[src/design/fifo_sdram_pkg.sv]
package fifo_sdram_pkg;

   // one acquisition sample and one stored memory word.
   localparam int SAMPLE_WIDTH = 16;

   typedef logic [SAMPLE_WIDTH-1:0] sample_t;

   // words are interleaved over the banks by the low address bits.
   localparam int NUM_BANKS      = 4;
   localparam int BANK_SEL_WIDTH = 2;

   // cycles a bank stays not ready after it accepts a command.
   localparam int BANK_BUSY    = 3;
   localparam int BANK_LATENCY = 2; // read command to read data.

   // transmit FIFO levels that stop and restart the readout.
   localparam int TX_HIGH_MARK = 16;
   localparam int TX_LOW_MARK  = 5;

   localparam int TX_DEPTH = 32;

endpackage

[src/design/read_return_collector.sv]
`timescale 1ns/1ns

module read_return_collector (
   input  logic                                   write_clk,
   input  logic                                   rst,
   input  logic [fifo_sdram_pkg::NUM_BANKS-1:0]   rd_valid,
   input  fifo_sdram_pkg::sample_t                rd_data [fifo_sdram_pkg::NUM_BANKS],
   input  logic                                   tx_full,
   output logic                                   tx_wr_en,
   output fifo_sdram_pkg::sample_t                tx_wr_data,
   output logic                                   tx_overrun
);

   import fifo_sdram_pkg::*;

   logic    sel_valid;
   sample_t sel_data;

   // commands are spaced, so at most one bank returns a word per cycle.
   always_comb
   begin
      sel_valid = 1'b0;
      sel_data  = '0;
      for (int b = 0; b < NUM_BANKS; b++)
      begin
         if (rd_valid[b])
         begin
            sel_valid = 1'b1;
            sel_data  = rd_data[b];
         end
      end
   end

   always_ff @(posedge write_clk or posedge rst)
   begin
      if (rst)
      begin
         tx_wr_en   <= 1'b0;
         tx_overrun <= 1'b0;
      end
      else
      begin
         tx_wr_en <= sel_valid;
         if (tx_wr_en && tx_full)
            tx_overrun <= 1'b1; // the word is lost and the flag holds.
      end
   end

   always_ff @(posedge write_clk)
   begin
      if (sel_valid)
         tx_wr_data <= sel_data;
   end

endmodule

[config.mk]
export PLATFORM = sky130hd
export DESIGN_NAME = read_return_collector
export DESIGN_NICKNAME = d
export VERILOG_FILES = /design/src/design/fifo_sdram_pkg.sv /design/src/design/read_return_collector.sv
export SDC_FILE = /design/constraint.sdc
export NUM_CORES = 1
export LEC_CHECK = 0
export ABC_AREA = 0
export ABC_CLOCK_PERIOD_IN_PS = 900
export BUFFER_PORTS_ARGS = -buffer_cell sky130_fd_sc_hd__clkbuf_2
export CAP_MARGIN = 40
export CELL_PAD_IN_SITES_DETAIL_PLACEMENT = 1
export CELL_PAD_IN_SITES_GLOBAL_PLACEMENT = 2
export CORE_AREA = 10 10 79 87
export CTS_BUF_LIST = sky130_fd_sc_hd__clkbuf_2 sky130_fd_sc_hd__clkbuf_4 sky130_fd_sc_hd__clkbuf_8
export DETAILED_ROUTE_END_ITERATION = 7
export DIE_AREA = 0 0 89 97
export GPL_TIMING_DRIVEN = 0
export HOLD_SLACK_MARGIN = 0.12
export PLACE_DENSITY_LB_ADDON = 0.2
export SETUP_SLACK_MARGIN = 0.1
export SLEW_MARGIN = 20
export SYNTH_ARGS = -nofsm -noshare
export SYNTH_HDL_FRONTEND = slang
export SYNTH_SLANG_ARGS = --single-unit
[constraint.sdc]
create_clock -name write_clk -period 0.9 [get_ports write_clk]
set_input_delay 0.135 -clock write_clk [delete_from_list [all_inputs] [get_ports write_clk]]
set_output_delay 0.135 -clock write_clk [all_outputs]
set_load 0.01 [all_outputs]
==> run metrics <==
clk buf depth=2; failing checks=setup timing; YS warnings=0; Mean Syn Cell Area=between 10 and 15 um^2; Clock transition at path regs=80 ps; I/O pin cnt=89; syn nets=between 150 and 200; status=finished with violations; PortBufs=87; synthesized cell area=0.00114 mm^2; clock sink count=18; DPL Wire Length=~3.6 mm; register area share after synthesis=between 40% and 50%; drc violations=0; most frequent cells in the layout=clkbuf_2, edfxtp_1, a21oi_2; Max Slew Vio Count=0; initial antenna violation count=0; Metal-1 WL=roughly 1.6 mm; Tcrit/Tclk final=102%; Initial DRC Count=20; CTS Buf Count=3; placed cells=between 200 and 250; met3 wire length=roughly 650 um; CTS H-tree lvls=1; f_max=~1100 MHz; final setup vio count=5; RSZ-0062 raised after global routing=yes; grt ovf=0; vias per cell=around 4.8; CTS tree=done; area delta synth->final=94.7%; design area=approximately 0.0022 mm^2; largest net degree at the start of global routing=18; top_reg_cell synth=edfxtp_1; drt pass-1 iters=4; Synth async-reset ratio=11.1%; Setup crit end kind=output port; non-filler instance count after layout=around 250; Top delay family on crit path=flip-flops; DR WL met2=~2.6 mm; Tmin final=917 ps; number of diodes=0; GRT Util Overall=between 10% and 20%; CP required=~760 ps; vias in the first global route=about 1,400; Final Power=2.63 mW; synth unique cells=21; top layer used by detailed routing=met3; Yosys reg bits=18; setup ws final=-17.0 ps; worst vdd ir=roughly 0.00048 V; global-route wire length before repair=7.23 mm; via count=~1,200; worst hold path type=primary input to register; Horiz. Die Dim=around 89 um; Setup Skew=roughly 0.018 ps; Max-Cap Viols=0; Least-Margin Pin Slew=between 300 and 400 ps; routed len/inst=19.9 um; Leakage=0.919 nW; clk root buf=clkbuf_8; Final Hold Fails=0; GP Congestion=about 0.69; Area after DPL=0.00170 mm^2; commonest non-fill, non-tap cell in the layout=clkbuf_2; CP max stage cell=dfrtp_1; PwrDens=approximately 1200 mW/mm^2; site row count=27; Initial Utilization=roughly 23%; startpoint types=register; fin nets=roughly 260; CP peak stage delay=around 400 ps; Crit Path Class=register to output port; crit path DAT=between 700 and 800 ps; crit path cell chain=buf_6; Post-synth EDFFs=16; crit path max fanout=2; die area=between 0.008 and 0.009 mm^2; Die Span Y=97 um; Synth Instances=82; share of layout cells above drive strength 1=84.7%; worst skew pair latency=approximately 260 ps; core area=~0.0050 mm^2; routed wire length=4.93 mm; Slew HR=between 70% and 80%; Routed Antenna Nets=0; WP buf/inv=1
sequential cells by signal, indices dropped and copies added (netlist names):
register	flops
tx_overrun	1
tx_wr_en	1
tx_wr_data	16
tightest hold or removal path: cells and delay by family:
family,cells,cell delay (ps)
simple gates,2,170
buf+inv,1,80
through the flow:
stage,hold slack (ps),util [%],setup TNS (ps),setup slack (ps)
final,167,44.2,-40.9,-17.0
after global routing,177,44.2,-551,-51.0
after CTS,223,40.1,-195,-29.1
after detailed placement,-30.6,33.7,-10160,-377
after global placement,-37.3,33.7,-9450,-348
after floorplan,-124,-,-1030,-74.0
timing repair:
item                                   in CTS  in global routing
endpoints found under the hold margin       3                  0
setup buffers                               6                  3
gates cloned                                1                  5
hold buffers                                2                  0
resized for setup                          25                 19
setup endpoints to repair                  45                 49
pin swaps                                  12                  8
worst paths after layout:
kind | end | depth (start not counted) | slack [ps] | from
max reg2reg | tx_overrun | 2 | 150 | tx_overrun
max | tx_wr_en | 1 | -20 | tx_wr_en
min | tx_wr_en | 3 | 170 | rd_valid[0]
min reg2reg | tx_overrun | 1 | 520 | tx_wr_en
min in group asynchronous | tx_overrun | 3 | 260 | rst
max in group asynchronous | tx_wr_en | 3 | 530 | rst
cell usage after synthesis, types with 2 or more instances:
master | instances | area share (%)
a22oi_2 | 11 | 12
a21oi_2 | 10 | 7.7
clkbuf_8 | 2 | 2.4
a22oi_1 | 5 | 3.3
a21oi_1 | 5 | 2.2
buf_6 | 3 | 3.0
dfrtp_1 | 2 | 4.4
inv_1 | 3 | 0.98
edfxtp_1 | 16 | 42
o22ai_1 | 5 | 2.7
o22ai_2 | 10 | 11
routing by layer:
layer	vias to the layer above	GRT usage [%]
met5	-	0
met4	0	2.19
met3	0	6.37
met2	60	19.7
met1	569	9.75
li1	558	-
cell type report:
cell class                      count  area, um^2
Buffer                              7         141
Clock buffer                        4        55.1
Fill cell                         565        2810
Inverter                            3        15.0
Multi-Input combinational cell     56         723
Sequential cell                    18         531
Tap cell                           58        72.6
Timing Repair Buffer              102         689
power breakdown:
| part | internal [mW] | switching [mW] |
|---|---|---|
| Combinational | 0.491 | 0.420 |
| Sequential | 1.01 | 0.0206 |
| Clock | 0.389 | 0.303 |
kinds of logic (layout without fill, tap and decap cells):
| group | Yosys count | in the layout | share of synthesized area (%) |
|---|---|---|---|
| compound gates | 48 | 48 | 40.8 |
| flops | 18 | 18 | 46.4 |
| buf+inv | 10 | 116 | 8.75 |
| simple gates | 6 | 8 | 4.05 |
Power figures use the tool's default switching activity.
