--- src/design/fifo_sdram_pkg.sv ---
package fifo_sdram_pkg;

   // one acquisition sample and one stored memory word.
   localparam int SAMPLE_WIDTH = 16;

   typedef logic [SAMPLE_WIDTH-1:0] sample_t;

   // words are interleaved over the banks by the low address bits.
   localparam int NUM_BANKS      = 4;
   localparam int BANK_SEL_WIDTH = 2;

   // cycles a bank stays not ready after it accepts a command.
   localparam int BANK_BUSY    = 3;
   localparam int BANK_LATENCY = 2; // read command to read data.

   // transmit FIFO levels that stop and restart the readout.
   localparam int TX_HIGH_MARK = 16;
   localparam int TX_LOW_MARK  = 5;

   localparam int TX_DEPTH = 32;

endpackage

--- src/design/sample_fifo.sv ---
`timescale 1ns/1ns

module sample_fifo #(
   parameter int DEPTH = 32
) (
   input  logic                       write_clk,
   input  logic                       rst,
   input  logic                       wr_en,
   input  fifo_sdram_pkg::sample_t    wr_data,
   input  logic                       rd_en,
   output fifo_sdram_pkg::sample_t    rd_data,
   output logic                       empty,
   output logic                       full,
   output logic [$clog2(DEPTH+1)-1:0] count
);

   import fifo_sdram_pkg::*;

   localparam int PTR_W = (DEPTH > 1) ? $clog2(DEPTH) : 1;
   localparam int CNT_W = $clog2(DEPTH + 1);

   sample_t          mem [DEPTH];
   logic [PTR_W-1:0] wr_ptr;
   logic [PTR_W-1:0] rd_ptr;
   logic             do_wr;
   logic             do_rd;

   function automatic logic [PTR_W-1:0] next_ptr(input logic [PTR_W-1:0] ptr);
      if (ptr == PTR_W'(DEPTH - 1))
         return '0;
      return ptr + 1'b1;
   endfunction

   assign do_wr   = wr_en && !full;  // a write into a full buffer is lost.
   assign do_rd   = rd_en && !empty;
   assign empty   = (count == '0);
   assign full    = (count == CNT_W'(DEPTH));
   assign rd_data = mem[rd_ptr];     // the head word shows before it is popped.

   always_ff @(posedge write_clk)
   begin
      if (do_wr)
         mem[wr_ptr] <= wr_data;
   end

   always_ff @(posedge write_clk or posedge rst)
   begin
      if (rst)
      begin
         wr_ptr <= '0;
         rd_ptr <= '0;
         count  <= '0;
      end
      else
      begin
         if (do_wr)
            wr_ptr <= next_ptr(wr_ptr);
         if (do_rd)
            rd_ptr <= next_ptr(rd_ptr);
         case ({do_wr, do_rd})
            2'b10:   count <= count + 1'b1;
            2'b01:   count <= count - 1'b1;
            default: count <= count; // a push and a pop together leave the level.
         endcase
      end
   end

endmodule

--- config.mk ---
export PLATFORM = sky130hd
export DESIGN_NAME = sample_fifo
export DESIGN_NICKNAME = d
export VERILOG_FILES = /design/src/design/fifo_sdram_pkg.sv /design/src/design/sample_fifo.sv
export SDC_FILE = /design/constraint.sdc
export NUM_CORES = 1
export LEC_CHECK = 0
export ABC_AREA = 1
export BUFFER_PORTS_ARGS = -buffer_cell sky130_fd_sc_hd__buf_4
export CAP_MARGIN = 20
export CORE_MARGIN = 10
export CORE_UTILIZATION = 41
export DETAILED_ROUTE_END_ITERATION = 8
export PLACE_DENSITY_LB_ADDON = 0.1
export SYNTH_ARGS = -nofsm -noshare
export SYNTH_HDL_FRONTEND = slang
export SYNTH_SLANG_ARGS = --single-unit
--- constraint.sdc ---
create_clock -name write_clk -period 2.7 [get_ports write_clk]
set_clock_uncertainty 0.05 [all_clocks]
set_input_delay 0.135 -clock write_clk [delete_from_list [all_inputs] [get_ports write_clk]]
set_output_delay 0.135 -clock write_clk [all_outputs]
set_load 0.005 [all_outputs]
==> results.cfg, run 1 <==
[hold_path]
worstHoldPathCells = 3
hp-class = input port to flop

[pwr]
total_power_mw = 26.80
vdd_ir_drop_max_mv = 0.7365
switching_share_pct = 36.00
combPwrFrac_pct = 36.4
p_leak_nw = 10.98
power.density_mw_per_mm2 = 991.0
p_clk_share_pct = 27.5
p_int_mw = 17.15
p_sw_mw = 9.649
p_seq_share_pct = 36.1

[placement]
port_buffers = 43
gp_congestion = 0.8092
dp_hpwl_mm = 34.86
post_dp_cell_area_mm2 = 0.02431

[synthesis]
synth_compound_area_share_pct = 1.650
syn_nets = 2175
synth_edf_count = 512
synth_adder_area_share_pct = 0.7478
synth_top_family_by_area = simple AND/OR/NAND/NOR gates
synth-xor-area-share_pct = 0.1925
syn_inst = 2142
async_flop_share_pct = 3.030
yosys.area_share.simple_pct = 20.61
ys.flop_type = edfxtp_1
yosys.cell_types.count = 24
syn_area_per_cell_um2 = 10.62
syn-cell-area_mm2 = 0.02275
synth_mux_area_share_pct = 0
yosys_register_bits = 528
synth_warnings = 0
ys_seq_area_share_pct = 69.33

[setup_path]
setup.worst_path.end_class = output port
critPathMaxStageDelay_ns = 0.49
path_delay_family = buffers and inverters
rr_worst_depth = 15
cp.required_ns = 2.52
path_cells = buf_12, buf_4, inv_8, nand2_1, nand3_1, a21oi_1, nor2_2, nand2_2, nand2_1, inv_1, buf_4
worstSetupPathDepth = 11
worstPathMaxFanout = 12
path_buf_inv = 5
crit_path_start_kind = flop
path_class = flop to output port
arrival_ns = 2.44
slowest_stage = dfrtp_4

[floorplan]
core_region_area_mm2 = 0.05499
io_pins = 44
fp.dieW_um = 255.6
fp-row-count = 86
start_util_pct = 41.38
dieArea_mm2 = 0.06532
die_y_um = 255.6

[detailed_routing]
wl_mm = 63.15
routedWlPerCell_um = 20.77
drc = 0
vias = 15290
firstDrtPassIters = 5
drtAntennaViolNets = 0
routed_via_density = 5.030
drtIter0Drc = 1099

[run]
max-cap-violations = 0

[timing]
fin_crit_ns = 2.624
finalSetupViolCount = 0
fmax_ghz = 0.3811
fin_tns_setup_ns = 0
finalCritPeriodShare_pct = 97.19
relSlewSlack_pct = 35.43
rsz0062_at_grt = true
hold_violations = 0
slew_viol_final = 0
timing.hold.ws_ns = 0.1188
worst_slew_pin_slew_ns = 0.9632

[finish]
drive_gt1_share_pct = 13.18
area.growth.synth_to_final_pct = 18.87
nets = 2284
fillers = 4920
antenna_cells = 0
post-route-cell-area_mm2 = 0.02705

[clocking]
cts_tree = built
root_buffer = clkbuf_16
cts_htree_levels = 2
cts.path.max_buffers = 3
worstSkewPairLatency_ns = 0.61
clk_pin_slew_worst_paths_ns = 0.06
cts_sinks = 528
cts_inserted_buffers = 57

[status]
run_status = completed

[grt]
grt_remaining_overflow = 0
grt_max_degree = 85
grt_pass1_vias = 14860
grt_pass1_wl_mm = 93.14
grtUsageTotal_pct = 18.63
grt_antenna_before_repair = 2
[power groups by stage]
stage / Combinational, mW / Clock [mW] / Sequential (mW)
2_1_floorplan: 5.08 / 0 / 9.78
3_3_place_gp: 8.36 / 0 / 9.85
3_5_place_dp: 8.41 / 0 / 9.87
4_1_cts: 9.30 / 7.52 / 9.68
5_1_grt: 10.7 / 7.84 / 9.72
6_report: 9.76 / 7.36 / 9.68
[cell usage in the layout, fill, tap and decap left out, drive strengths merged, types with 12 or more instances in the layout]
cell,n
inv,286
a21oi,35
ha,12
clkbuf,81
buf,129
nand2,736
edfxtp,512
o21ai,13
clkinv,28
dlygate4sd3,18
nand3,320
dfrtp,16
nor3,33
o211ai,16
nor2,43
[sequential cells by signal, indices dropped and copies added, names as in the netlist]
name and cells:
mem 512, rd_ptr 5, wr_ptr 5, count 6
[area by class of cell]
type                    instances  area [um2]  area share (%)
flip-flops and latches        528       15780           58.36
multi-input cells            1216        5663           20.94
repair buffers                156        1773           6.555
clock buffers                  75        1536           5.681
inverters                     289        1124           4.154
well taps                     748       935.9           3.460
clock inverters                25       192.7          0.7124
repair inverters                3       38.79          0.1434
[through the flow]
step                      cells  util [%]  worst slack, ns
after floorplan            2142         -           0.1567
after global placement     2896     44.21           0.1942
after detailed placement   2896     44.21           0.1473
after CTS                  3027     48.45        -0.004332
after global routing       3040     49.19         -0.04112
final                      3040     49.19          0.07579
[tightest hold or removal path, delay by kind of cell]
kind | cells | cell delay [ns]
buf+inv | 1 | 0.12
simple gates | 2 | 0.30
[routing by layer]
metal  part of all wire [%]  track usage (%)
met2                     47            29.96
met4                    2.7            6.249
met1                     45            25.48
met3                    5.5            2.779
met5                  0.021                0
[worst paths after layout]
check | startpoint | endpoint | slack (ns)
worst min register to register | count[0] | count[0] | 0.47
worst max-delay path | rd_ptr[0] | rd_data[9] | 0.08
max in group asynchronous | rst | rd_ptr[0] | 1.86
worst min-delay path | wr_en | mem[3][6] | 0.12
worst max register to register | count[0] | count[4] | 0.24
min in group asynchronous | rst | count[1] | 0.16
[cell usage after synthesis (8+ instances only)]
cell | number | share of area (%)
edfxtp_1 | 512 | 68
buf_4 | 17 | 0.56
nand3_1 | 320 | 7.0
buf_6 | 8 | 0.40
a21oi_1 | 35 | 0.77
nand2_1 | 736 | 12
buf_2 | 63 | 1.4
o21ai_0 | 13 | 0.29
ha_1 | 12 | 0.66
inv_1 | 280 | 4.6
o211ai_1 | 16 | 0.53
nor3_1 | 33 | 0.73
clkbuf_1 | 16 | 0.26
dfrtp_1 | 16 | 1.8
nor2_1 | 43 | 0.71
[kinds of logic after synthesis]
family	after synthesis
fa+ha+maj	13
simple gates	1132
buf+inv	398
compound gates	66
flops	528
xor+xnor	5
[timing repair]
item	4_1_cts	5_1_grt
hold buffers	18	0
gates resized for setup	35	53
hold endpoints to repair	533	0
endpoints found under the setup margin	16	19
pin swaps	0	13
buffers inserted	5	5
cloned	8	7
No activity file was read; power rests on OpenSTA's default activity.
==> inputs of run 2 (changes only) <==
==> constraint.sdc (replaced) <==
create_clock -name write_clk -period 2.3 [get_ports write_clk]
set_clock_uncertainty 0.05 [all_clocks]
set_input_delay 0.115 -clock write_clk [delete_from_list [all_inputs] [get_ports write_clk]]
set_output_delay 0.115 -clock write_clk [all_outputs]
set_load 0.005 [all_outputs]
==> results.cfg, run 2 (same netlist as run 1, synthesis figures left out) <==
[finish]
instances_no_fill = 3080
layout.cells.most_common = nand2_1
antenna_cells = 0
drive_gt1_share_pct = 19.98
largest_register_ffs = 512
final_util_pct = 51.58
post-route-cell-area_mm2 = 0.02836
nets = 2326
area.growth.synth_to_final_pct = 24.64
regMostFlops = mem
mostFrequentLayoutCells = nand2_1 (689), edfxtp_1 (512), inv_1 (273)
reg_top3 = mem (512), count (6)

[timing]
worst_slew_pin_slew_ns = 0.7863
fmax_ghz = 0.3883
rsz0062_at_grt = true
slew_viol_final = 0
hold_violations = 0
finalSetupViolCount = 16
fin_crit_ns = 2.575
fin_ws_ns = -0.2752
finalCritPeriodShare_pct = 112.0
relSlewSlack_pct = 47.53
timing.hold.ws_ns = 0.1449

[placement]
port_buffers = 43
numPlacedInstances = 2918
dp_hpwl_mm = 35.26
post_dp_cell_area_mm2 = 0.02464
gp_congestion = 0.8008
dp_slack_ns = 0.06058

[setup_path]
r2r-end = count[4]
worstPathMaxFanout = 14
path_delay_family = buffers and inverters
cp.required_ns = 2.13
arrival_ns = 2.41
path_buf_inv = 6
r2r_slack_ns = 0.14
path_cells = buf_12, clkinv_16, buf_16, buf_8, nand2_1, nand3_1, nand3_1, nand2_1, nor2_2, nand2_1, nand2_1, inv_1, buf_4
timing.rr.start = count[3]
critPathMostFrequentCell = nand2_1
rr_worst_depth = 15
slowest_stage = dfrtp_4
setup.worst_path.end_class = output port
crit_path_start_kind = flop
path_class = flop to output port
critPathMaxStageDelay_ns = 0.45

[clocking]
cts_htree_levels = 2
cts_inserted_buffers = 56
cts_sinks = 528
cts.path.max_buffers = 3
worstSkewPairLatency_ns = 0.62
cts_tree = built
clk_pin_slew_worst_paths_ns = 0.06
root_buffer = clkbuf_16

[pwr]
power.density_mw_per_mm2 = 1181
p_leak_nw = 11.48
vdd_ir_drop_max_mv = 0.6383

[detailed_routing]
firstDrtPassIters = 5
vias = 15600
drc = 0
wl_mm = 65.02
routedWlPerCell_um = 21.11
routed_via_density = 5.064
drtIter0Drc = 1224
drtAntennaViolNets = 0

[grt]
grt_antenna_before_repair = 0
grtUsageTotal_pct = 19.36
grt_pass1_vias = 14890
grt_max_degree = 43
grt_pass1_wl_mm = 96.31
grt_remaining_overflow = 0

[status]
violations = setup timing
run_status = complete, but fails checks

[run]
max-cap-violations = 0

[floorplan]
io_pins = 44
start_util_pct = 41.38
die_y_um = 255.6
fp.dieW_um = 255.6
core_region_area_mm2 = 0.05499
dieArea_mm2 = 0.06532
fp-row-count = 86

[hold_path]
hp-class = input port to asynchronous set/reset pin
run 2: changes by cell type in the layout (fill, tap and decap cells not counted), moves of 17 or more:
cell | previous run | this run
buf_12 | 10 | 27
nand2_1 | 729 | 689
nand2_2 | 6 | 44
nand3_1 | 304 | 257
nand3_2 | 16 | 59
run 2: power by group:
| part | total (mW) | internal [mW] | switching, mW | leakage [nW] |
|---|---|---|---|---|
| registers | 11.4 | 11.1 | 0.286 | 4.80 |
| clock network | 8.71 | 4.98 | 3.74 | 0.860 |
| logic | 13.4 | 5.13 | 8.24 | 5.82 |
| total | 33.5 | 21.2 | 12.3 | 11.5 |
run 2: worst max-delay path by stage:
stage | cells after the start | end | from | slack, ns
6_report | 13 | rd_data[14] | rd_ptr[0] | -0.28
5_1_grt | 13 | rd_data[9] | rd_ptr[0] | -0.39
4_1_cts | 12 | rd_data[13] | rd_ptr[0] | -0.29
3_5_place_dp | 15 | count[4] | count[0] | 0.06
3_3_place_gp | 16 | count[5] | count[0] | 0.08
2_1_floorplan | 7 | mem[2][0] | count[1] | -0.22
run 2: routing by layer:
metal / vias up / wire [um] / global-route usage [%]
li1: 7392 / - / -
met1: 7734 / 29680 / 26.76
met2: 390 / 30390 / 31.02
met3: 82 / 3622 / 3.430
met4: 0 / 1335 / 5.108
met5: - / 0 / 0
run 2: what timing repair did:
action	4_1_cts	5_1_grt
endpoints found under the hold margin	535	0
pin swaps	52	42
gates cloned	20	7
endpoints found under the setup margin	16	19
gates resized for setup	170	79
buffers inserted	16	6
hold buffers	19	0
run 2: per-stage QoR:
step	TNS, ns	power, mW
2_1_floorplan	-106.69	17.45
3_3_place_gp	0	21.66
3_5_place_dp	0	21.71
4_1_cts	-3.994	32.98
5_1_grt	-5.455	35.13
6_report	-3.704	33.48
run 2: area by class of cell:
class / instances / area (um2)
Multi-Input combinational cell: 1216 / 6170
Clock inverter: 31 / 280.3
Clock buffer: 66 / 1469
Sequential cell: 528 / 15780
Timing Repair inverter: 3 / 42.54
Fill cell: 4889 / 26620
Timing Repair Buffer: 199 / 2556
Inverter: 289 / 1125
Tap cell: 748 / 935.9
run 2: worst register-to-register path, cell delays in order (launching register included):
cell and delay, ns:
dfrtp_1 0.40, nor2_2 0.14, nand3_2 0.09, nor2_2 0.12, nand2_2 0.07, nand2_2 0.09, ha_4 0.19, inv_2 0.05
fa_2 0.33, inv_2 0.07, nand2_2 0.05, nand2_1 0.06, nand2_1 0.06, nand3_1 0.08, nand2_1 0.05, o22a_1 0.15
