## config.mk

```make
export PLATFORM = sky130hd
export DESIGN_NAME = fifo_sdram_scheduler
export DESIGN_NICKNAME = d
export VERILOG_FILES = /design/src/design/fifo_sdram_pkg.sv /design/src/design/fifo_sdram_scheduler.sv
export SDC_FILE = /design/constraint.sdc
export NUM_CORES = 1
export LEC_CHECK = 0
export BUFFER_PORTS_ARGS = -buffer_cell sky130_fd_sc_hd__clkbuf_2
export CAP_MARGIN = 15
export CORE_ASPECT_RATIO = 1.25
export CORE_MARGIN = 5
export CORE_UTILIZATION = 54
export CTS_CLUSTER_SIZE = 14
export DETAILED_ROUTE_END_ITERATION = 10
export GPL_ROUTABILITY_DRIVEN = 0
export PLACE_DENSITY = 0.8
export SKIP_LAST_GASP = 1
export SLEW_MARGIN = 20
export SYNTH_ARGS = -nofsm -noshare
export SYNTH_HDL_FRONTEND = slang
export SYNTH_SLANG_ARGS = --single-unit
```

## constraint.sdc

```tcl
create_clock -name write_clk -period 2.55 [get_ports write_clk]
set_input_delay 0.255 -clock write_clk [delete_from_list [all_inputs] [get_ports write_clk]]
set_output_delay 0.255 -clock write_clk [all_outputs]
set_load 0.01 [all_outputs]
```

## src/design/fifo_sdram_pkg.sv

```systemverilog
package fifo_sdram_pkg;

   // one acquisition sample and one stored memory word.
   localparam int SAMPLE_WIDTH = 16;

   typedef logic [SAMPLE_WIDTH-1:0] sample_t;

   // words are interleaved over the banks by the low address bits.
   localparam int NUM_BANKS      = 4;
   localparam int BANK_SEL_WIDTH = 2;

   // cycles a bank stays not ready after it accepts a command.
   localparam int BANK_BUSY    = 3;
   localparam int BANK_LATENCY = 2; // read command to read data.

   // transmit FIFO levels that stop and restart the readout.
   localparam int TX_HIGH_MARK = 16;
   localparam int TX_LOW_MARK  = 5;

   localparam int TX_DEPTH = 32;

endpackage

```

## src/design/fifo_sdram_scheduler.sv

```systemverilog
`timescale 1ns/1ns

module fifo_sdram_scheduler #(
   parameter int ADDR_WIDTH = 12,
   parameter int BLOCK_SIZE = 8,
   parameter int FILL_WORDS = 64,
   parameter int AQ_DEPTH   = 32
) (
   input  logic                                              write_clk,
   input  logic                                              rst,
   input  logic                                              spi_start_aq,
   input  logic [$clog2(AQ_DEPTH+1)-1:0]                     aq_count,
   input  fifo_sdram_pkg::sample_t                           aq_data,
   input  logic [fifo_sdram_pkg::NUM_BANKS-1:0]              bank_ready,
   input  logic [$clog2(fifo_sdram_pkg::TX_DEPTH+1)-1:0]     tx_count,
   input  logic                                              tx_empty,
   output logic                                              aq_write_en,
   output logic                                              aq_read_en,
   output logic                                              cmd_enable,
   output logic                                              cmd_wr,
   output logic [ADDR_WIDTH-1:0]                             cmd_address,
   output fifo_sdram_pkg::sample_t                           cmd_data,
   output logic                                              bb_filled,
   output logic                                              tx_ready_for_first_read,
   output logic                                              finished
);

   import fifo_sdram_pkg::*;

   localparam int AQ_CNT_W  = $clog2(AQ_DEPTH + 1);
   localparam int TX_CNT_W  = $clog2(TX_DEPTH + 1);
   localparam int BLK_CNT_W = $clog2(BLOCK_SIZE + 1);
   localparam int DRAIN     = BANK_LATENCY + 2;
   localparam int DRAIN_W   = $clog2(DRAIN + 1);

   localparam logic [AQ_CNT_W-1:0]   BLOCK_LEVEL = AQ_CNT_W'(BLOCK_SIZE);
   localparam logic [BLK_CNT_W-1:0]  BLOCK_LAST  = BLK_CNT_W'(BLOCK_SIZE);
   localparam logic [ADDR_WIDTH-1:0] FILL_ADDR   = ADDR_WIDTH'(FILL_WORDS);
   localparam logic [TX_CNT_W-1:0]   TX_HIGH     = TX_CNT_W'(TX_HIGH_MARK);
   localparam logic [TX_CNT_W-1:0]   TX_LOW      = TX_CNT_W'(TX_LOW_MARK);

   typedef enum logic [2:0] {
      AQ_WAITING,
      AQ_READ_ONE,
      AQ_FIFO_TO_MEM,
      TX_WRITING,
      TX_IDLE,
      FINISHED
   } state_t;

   state_t               state;
   logic [1:0]           sync_start;
   logic [BLK_CNT_W-1:0] block_cnt;
   logic [ADDR_WIDTH-1:0] wr_ptr;
   logic [ADDR_WIDTH-1:0] rd_ptr;
   logic [DRAIN_W-1:0]   drain_cnt;
   logic                 block_done;
   logic                 wr_done;
   logic                 rd_done;
   logic                 tx_high;
   logic                 tx_low;
   logic                 pop;
   logic                 issue_wr;
   logic                 issue_rd;

   // spi_start_aq comes from outside and passes two flops first.
   always_ff @(posedge write_clk or posedge rst)
   begin
      if (rst)
      begin
         sync_start  <= 2'b00;
         aq_write_en <= 1'b0;
      end
      else
      begin
         sync_start <= {sync_start[0], spi_start_aq};
         if (sync_start[1])
            aq_write_en <= 1'b1; // stays set until reset.
      end
   end

   assign block_done = (block_cnt == BLOCK_LAST);
   assign wr_done    = (wr_ptr == FILL_ADDR);
   assign rd_done    = (rd_ptr == FILL_ADDR);
   assign tx_high    = (tx_count >= TX_HIGH);
   assign tx_low     = (tx_count < TX_LOW);

   // the !cmd_enable term keeps a gap of one cycle between commands.
   assign pop      = (state == AQ_READ_ONE) && !block_done;
   assign issue_wr = (state == AQ_FIFO_TO_MEM) && !cmd_enable &&
                     bank_ready[wr_ptr[BANK_SEL_WIDTH-1:0]];
   assign issue_rd = (state == TX_WRITING) && !cmd_enable && !rd_done && !tx_high &&
                     bank_ready[rd_ptr[BANK_SEL_WIDTH-1:0]];

   always_ff @(posedge write_clk or posedge rst)
   begin
      if (rst)
      begin
         state                   <= AQ_WAITING;
         block_cnt               <= '0;
         wr_ptr                  <= '0;
         rd_ptr                  <= '0;
         drain_cnt               <= '0;
         aq_read_en              <= 1'b0;
         cmd_enable              <= 1'b0;
         bb_filled               <= 1'b0;
         tx_ready_for_first_read <= 1'b0;
         finished                <= 1'b0;
      end
      else
      begin
         aq_read_en <= pop;
         cmd_enable <= issue_wr || issue_rd;
         if (issue_wr)
            wr_ptr <= wr_ptr + 1'b1;
         if (issue_rd)
            rd_ptr <= rd_ptr + 1'b1;
         if (tx_high)
            tx_ready_for_first_read <= 1'b1;

         case (state)
            AQ_WAITING:
            begin
               if (wr_done)
               begin
                  bb_filled <= 1'b1;
                  state     <= TX_WRITING;
               end
               else if (aq_count >= BLOCK_LEVEL)
               begin
                  block_cnt <= '0;
                  state     <= AQ_READ_ONE;
               end
            end
            AQ_READ_ONE:
            begin
               if (block_done)
                  state <= AQ_WAITING;
               else
               begin
                  block_cnt <= block_cnt + 1'b1;
                  state     <= AQ_FIFO_TO_MEM;
               end
            end
            AQ_FIFO_TO_MEM:
            begin
               if (issue_wr)
                  state <= AQ_READ_ONE;
            end
            TX_WRITING:
            begin
               if (rd_done || tx_high)
                  state <= TX_IDLE;
            end
            TX_IDLE:
            begin
               if (rd_done)
               begin
                  drain_cnt <= DRAIN_W'(DRAIN); // lets the last reads land.
                  state     <= FINISHED;
               end
               else if (tx_low)
                  state <= TX_WRITING;
            end
            FINISHED:
            begin
               if (drain_cnt != '0)
                  drain_cnt <= drain_cnt - 1'b1;
               else if (tx_empty)
                  finished <= 1'b1;
            end
            default: state <= AQ_WAITING;
         endcase
      end
   end

   // the popped head word waits here until its bank is ready.
   always_ff @(posedge write_clk)
   begin
      if (pop)
         cmd_data <= aq_data;
      if (issue_wr)
      begin
         cmd_wr      <= 1'b1;
         cmd_address <= wr_ptr;
      end
      else if (issue_rd)
      begin
         cmd_wr      <= 1'b0;
         cmd_address <= rd_ptr;
      end
   end

endmodule

```

==> results of run 1 <==
[power groups by stage]
| stage | clock network (W) | logic [W] | registers, W |
|---|---|---|---|
| after CTS | 0.000972 | 0.00106 | 0.00168 |
| after global routing | 0.00103 | 0.00116 | 0.00171 |
| final | 0.000954 | 0.00105 | 0.00168 |
| after detailed placement | 0 | 0.00105 | 0.00170 |
| after global placement | 0 | 0.00103 | 0.00169 |
| after floorplan | 0 | 0.000678 | 0.00172 |
[synth_stat cells (2+ instances only)]
library cell and count:
and3_1 7, a22o_1 3, a21oi_1 3, nor2_1 10, a32oi_1 2, mux2i_1 2
nand3_1 9, nand2_1 23, and4_1 2, o21ai_0 15, nand2b_1 5, nor2b_1 4
inv_1 14, mux2_2 9, xor2_1 8, or3_1 2, nor3_1 7, nand4_1 7
dfrtp_1 42, xnor2_1 14, nor4_1 3, o31ai_1 2, buf_6 2, o311ai_0 2
edfxtp_1 28, ha_1 8
[routing by layer]
metal / vias to the layer above / wire, um / GRT usage
met2: 54 / 3130 / 0.301
met3: 14 / 276 / 0.0412
met5: - / 0 / 0
met4: 0 / 189 / 0.112
met1: 1081 / 2620 / 0.207
li1: 1090 / - / -
[worst reg2reg max path, delay by kind of cell (launching register included)]
kind               cells  cell delay, ns
AOI/OAI and AO/OA      1            0.38
muxes                  2            0.63
DFF                    1            0.46
and+or+nand+nor        1            0.56
[state kept, by name (all words and copies together) (netlist names), 2 cells and up]
signal and count:
cmd_data 16, cmd_address 12, rd_ptr 12, wr_ptr 12
block_cnt 4, drain_cnt 3, state 3, sync_start 2
[path summary, 6_finish.rpt]
kind                          startpoint              to  slack [ns]
max                            wr_ptr[0]  cmd_address[8]        0.28
min                                  rst      aq_read_en       0.003
max reg2reg                    wr_ptr[0]  cmd_address[8]        0.28
min reg2reg                sync_start[0]   sync_start[1]        0.36
max in group asynchronous            rst       rd_ptr[1]        2.19
min in group write_clk      spi_start_aq   sync_start[0]        0.02
[metrics by stage]
stage / power [W] / setup slack, ns / std cells / utilization
CTS: 0.00371 / 0.277 / 408 / 0.662
finish: 0.00368 / 0.276 / 408 / 0.662
floorplan: 0.00240 / 0.312 / 257 / -
global route: 0.00390 / 0.196 / 408 / 0.662
detailed placement: 0.00275 / 0.314 / 392 / 0.625
global placement: 0.00272 / 0.357 / 392 / 0.625
[cell type report]
type / instances / area, sq um / share of cell area
Multi-Input combinational cell: 165 / 1160 / 0.304
Timing Repair Buffer: 76 / 403 / 0.105
Sequential cell: 71 / 1910 / 0.500
Inverter: 14 / 52.6 / 0.0137
Clock inverter: 6 / 86.3 / 0.0226
Tap cell: 66 / 82.6 / 0.0216
Clock buffer: 10 / 128 / 0.0334
[kinds of logic (layout without fill, tap and decap cells)]
logic type / Yosys count / in the layout / share of synthesized area
and+or+nand+nor: 89 / 89 / 0.151
adders and majority gates: 8 / 8 / 0.0314
muxes: 12 / 12 / 0.0451
AOI/OAI and AO/OA: 34 / 34 / 0.0765
xor gates and xnor gates: 22 / 22 / 0.0604
DFF: 71 / 71 / 0.599
buffers and inverters: 21 / 106 / 0.0365
==> results.md, run 1 <==
* Outcome: finished, final reports clean
* Setup TNS at 0 ns
* Commonest cells after routing, fill and taps aside: clkbuf_2 (67), dfrtp_1 (42), edfxtp_1 (28)
* Sequential fraction of the synthesis area at 0.599
* Root Buffer: clkbuf_8
* Global-route wire length before repair at 10200 um
* Logic pwr share at 0.285
* Critical path endpoint category: flip-flop
* Fillers at 457
* Worst-margin pin slew at 0.594 ns
* Pre-antenna DRT Iters at 5
* Max Fclk at 440 MHz
* Via count at 2239
* Critical path, cell by cell: mux2i_1, a2111oi_4, and2_1, mux2_2
* Final min period at 2.27 ns
* Worst-Skew Late Latency at 0.35 ns
* Height of the die at 95.9 um
* Wire per inst at 15.3 um
* DR iter-0 viols at 110
* Clock share of power at 0.259
* Setup Viol. Count Final at 0
* Die area at 7560 sq um
* Vias in the first global route at 2215
* Cts bufs inserted at 9
* FF+latch count, synth at 71
* Layout cell share with drive strength beyond 1 at 0.313
* Worst R2R Path Depth at 4
* Fin Hold WS at 0.00270 ns
* All-Layer GR Usage at 0.179
* Worst path max stage delay at 0.56 ns
* Mapped Area at 3190 sq um
* Setup Skew at 0.00734 ns
* Ranking of synthesized cells by area: dfrtp_1 (33%), edfxtp_1 (26%), xnor2_1 (3.8%), mux2_2 (3.2%), ha_1 (3.1%)
* DP Area at 3610 sq um
* Max_cap viols at 0
* GR Overflow Total at 0
* CTS resizes at 0
* Routed WL at 6220 um
* Hold Buf Count CTS at 0
* Pwr dens at 962 nW/um^2
* Initial Util at 0.552
* Syn avg cell area at 12.4 sq um
* ANT cells at 0
* Gate Count Post-Synth at 257
* DRC Markers at 0
* Slew headroom at 0.604
* Clock transition at path regs at 0.08 ns
* Worst Path Required at 2.65 ns
* Crit path buf inv count at 0
* Ys async rst share at 0.592
* # rows at 31
* Drt via density at 5.49
* P_leak at 1.73 nW
* Yosys top cell by area: dfrtp_1
* Initial antenna violation count at 0
* Core Area at 5780 sq um
* VDD IR-drop max at 0.456 mV
* Net Count, Synth at 301
* Slowest CP cell: and2_1
* Switch share at 0.325
* Post-synth top area share at 0.329
* Htree depth at 3
* Sequential share of power at 0.456
* CP Data Arrival Time at 2.38 ns
* Crit Path Max Fanout at 12
* Post-route cell area at 3830 sq um
* Net Sw Power at 0.00120 W
* I/O pins at 71
* Clock Sinks at 71
* Most common cell after layout, fill and taps aside: clkbuf_2
* Synth unique cells at 50
* Antenna Nets Post-Route at 0
* Crit. path cell count at 4
* Synth Warn # at 0
* RSZ-0062 raised after global routing: false
* Hold Violations, Final at 0
* Nets at 381
* Clock buffer depth at 2
* Number of enable flip-flop cells after synthesis at 28
* Area grow syn2layout at 19.9%
* Setup Buffers After CTS at 0
* Slew Limit Fails at 0
* Maximum number of pins on one net before global-route repair at 43
* Worst setup SP type: flip-flop
* Die W at 78.8 um
* Kind of critical path: reg2reg
* PortBufs at 67
* Cell-internal power at 0.00248 W
* Top delay family on crit path: multiplexers
* Synth Flop Type: dfrtp_1
* Dpl hpwl at 4600 um
* TritonCTS clock tree: built
* Period utilization at 0.892
* Hold Crit Class: in2async
(Power assumes the default switching activity.)
==> inputs of run 2 (changes only) <==
CORE_ASPECT_RATIO = unset   (was 1.25)
PLACE_DENSITY = 0.81   (was 0.8)
==> results.md, run 2 (same netlist as run 1, synthesis figures left out) <==
* RSZ-0062 raised after global routing: false (unchanged)
* Cell-internal power at 0.00240 W (was 0.00248 W)
* VDD IR-drop max at 0.683 mV (was 0.456 mV)
* Nets at 382 (was 381)
* Slew headroom at 0.641 (was 0.604)
* Slew Limit Fails at 0 (unchanged)
* # rows at 28 (was 31)
* Initial antenna violation count at 0 (unchanged)
* All-Layer GR Usage at 0.181 (was 0.179)
* Critical path endpoint category: flip-flop (unchanged)
* Max Fclk at 446 MHz (was 440 MHz)
* Switch share at 0.339 (was 0.325)
* Antenna Nets Post-Route at 0 (unchanged)
* Pwr dens at 943 nW/um^2 (was 962 nW/um^2)
* Net Sw Power at 0.00123 W (was 0.00120 W)
* Via count at 2237 (was 2239)
* Vias in the first global route at 2192 (was 2215)
* Initial Util at 0.549 (was 0.552)
* Worst-Skew Late Latency at 0.34 ns (was 0.35 ns)
* Hold Violations, Final at 0 (unchanged)
* Height of the die at 86.9 um (was 95.9 um)
* DP Area at 3640 sq um (was 3610 sq um)
* Commonest cells after routing, fill and taps aside: clkbuf_2 (67), dfrtp_1 (42), edfxtp_1 (28) (unchanged)
* Setup Viol. Count Final at 0 (unchanged)
* Hold Crit Class: in2reg (was in2async)
* Global-route wire length before repair at 10600 um (was 10200 um)
* Most common cell after layout, fill and taps aside: clkbuf_2 (unchanged)
* I/O pins at 71 (unchanged)
* Htree depth at 3 (unchanged)
* Max FFs per register at 16 (unchanged)
* GR Overflow Total at 0 (unchanged)
* Slowest CP cell: and2_1 (unchanged)
* Worst Path Required at 2.64 ns (was 2.65 ns)
* Logic pwr share at 0.295 (was 0.285)
* TritonCTS clock tree: built (unchanged)
* Setup Skew at 0.00601 ns (was 0.00734 ns)
* Wire per inst at 15.1 um (was 15.3 um)
* CP Data Arrival Time at 2.33 ns (was 2.38 ns)
* Final WS setup at 0.306 ns (was 0.276 ns)
* Pre-antenna DRT Iters at 4 (was 5)
* Setup Buffers After CTS at 0 (unchanged)
* Post-route cell area at 3840 sq um (was 3830 sq um)
* Sequential share of power at 0.464 (was 0.456)
* Clock share of power at 0.241 (was 0.259)
* Clock Sinks at 71 (unchanged)
* Cts bufs inserted at 9 (unchanged)
* PortBufs at 67 (unchanged)
* Maximum number of pins on one net before global-route repair at 24 (was 43)
* Core Area at 5820 sq um (was 5780 sq um)
* Max_cap viols at 0 (unchanged)
* Kind of critical path: reg2reg (unchanged)
* Final min period at 2.24 ns (was 2.27 ns)
* Period utilization at 0.880 (was 0.892)
* Area grow syn2layout at 20.5% (was 19.9%)
* Clock transition at path regs at 0.07 ns (was 0.08 ns)
* Root Buffer: clkbuf_8 (unchanged)
* Die area at 7550 sq um (was 7560 sq um)
* Routed WL at 6310 um (was 6220 um)
* Worst setup SP type: flip-flop (unchanged)
* Clock buffer depth at 2 (unchanged)
* P_leak at 1.72 nW (was 1.73 nW)
* Die W at 86.9 um (was 78.8 um)
* Utilization after layout at 0.661 (was 0.662)
* DR iter-0 viols at 164 (was 110)
* Worst path max stage delay at 0.52 ns (was 0.56 ns)
* Critical path, cell by cell: mux2i_1, a2111oi_4, and2_1, mux2_2 (unchanged)
* ANT cells at 0 (unchanged)
* Top reg by flops: cmd_data (unchanged)
* Outcome: finished, final reports clean (unchanged)
* Drt via density at 5.35 (was 5.49)
* Setup TNS at 0 ns (unchanged)
* Setup WS pre-CTS at 0.334 ns (was 0.314 ns)
* DRC Markers at 0 (unchanged)
* Worst-margin pin slew at 0.538 ns (was 0.594 ns)
* Crit Path Max Fanout at 11 (was 12)
* Layout cell share with drive strength beyond 1 at 0.315 (was 0.313)
* Dpl hpwl at 4640 um (was 4600 um)
run 2: cell types whose count changed in the layout (fill, tap and decap cells not counted), sizes merged:
cell         delta
dlygate4sd3     +1
clkbuf          -1
clkinv          -1
bufinv          -1
clkinvlp        +3
run 2: per-stage QoR:
| stage | hold slack [ns] | total power [W] | instances |
|---|---|---|---|
| floorplan | 0.286 | 0.00240 | 257 |
| global placement | 0.319 | 0.00272 | 401 |
| detailed placement | 0.308 | 0.00277 | 401 |
| CTS | 0.0224 | 0.00365 | 418 |
| global route | 0.0165 | 0.00386 | 418 |
| finish | 0.0289 | 0.00363 | 418 |
run 2: timing repair:
action / CTS / global route
hold buffers: 1 / 0
gates resized for setup: 0 / 0
endpoints found under the setup margin: 0 / 0
endpoints found under the hold margin: 42 / 0
run 2: final timing paths:
path / startpoint / endpoint / slack (ns) / depth (start not counted)
hold / removal: spi_start_aq / sync_start[0] / 0.03 / 1
max in group asynchronous: rst / rd_ptr[11] / 1.81 / 4
min in group asynchronous: rst / aq_read_en / 0.49 / 4
setup / recovery: wr_ptr[0] / cmd_address[4] / 0.31 / 4
setup reg to reg: wr_ptr[0] / cmd_address[4] / 0.31 / 4
hold reg to reg: sync_start[0] / sync_start[1] / 0.36 / 0
run 2: cell type report:
cell class,instances,area (sq um)
Clock inverter,7,73.8
Fill cell,457,1970
Clock buffer,9,124
Tap cell,75,93.8
Inverter,14,52.6
Multi-Input combinational cell,165,1160
Sequential cell,71,1910
Timing Repair Buffer,77,425
run 2: metal layers:
| metal | track usage | part of all wire | vias up | wire, um |
|---|---|---|---|---|
| met5 | 0 | 0 | - | 0 |
| met4 | 0.0637 | 0.016 | 0 | 103 |
| met3 | 0.0416 | 0.055 | 8 | 347 |
| met2 | 0.291 | 0.49 | 59 | 3070 |
| met1 | 0.243 | 0.44 | 1074 | 2790 |
| li1 | - | - | 1096 | - |
run 2: power by group through the flow:
stage | registers [W] | logic, W | clock network (W)
after detailed placement | 0.00170 | 0.00107 | 0
after floorplan | 0.00172 | 0.000678 | 0
final | 0.00168 | 0.00107 | 0.000875
after global routing | 0.00171 | 0.00119 | 0.000954
after CTS | 0.00168 | 0.00108 | 0.000886
after global placement | 0.00169 | 0.00104 | 0
run 2: critical path, delay by kind of cell, from the launching register on:
kind             cells  cell delay (ns)
AO/OA/AOI/OAI        1             0.38
multiplexers         2             0.63
flip-flops           1             0.47
AND/OR/NAND/NOR      1             0.52
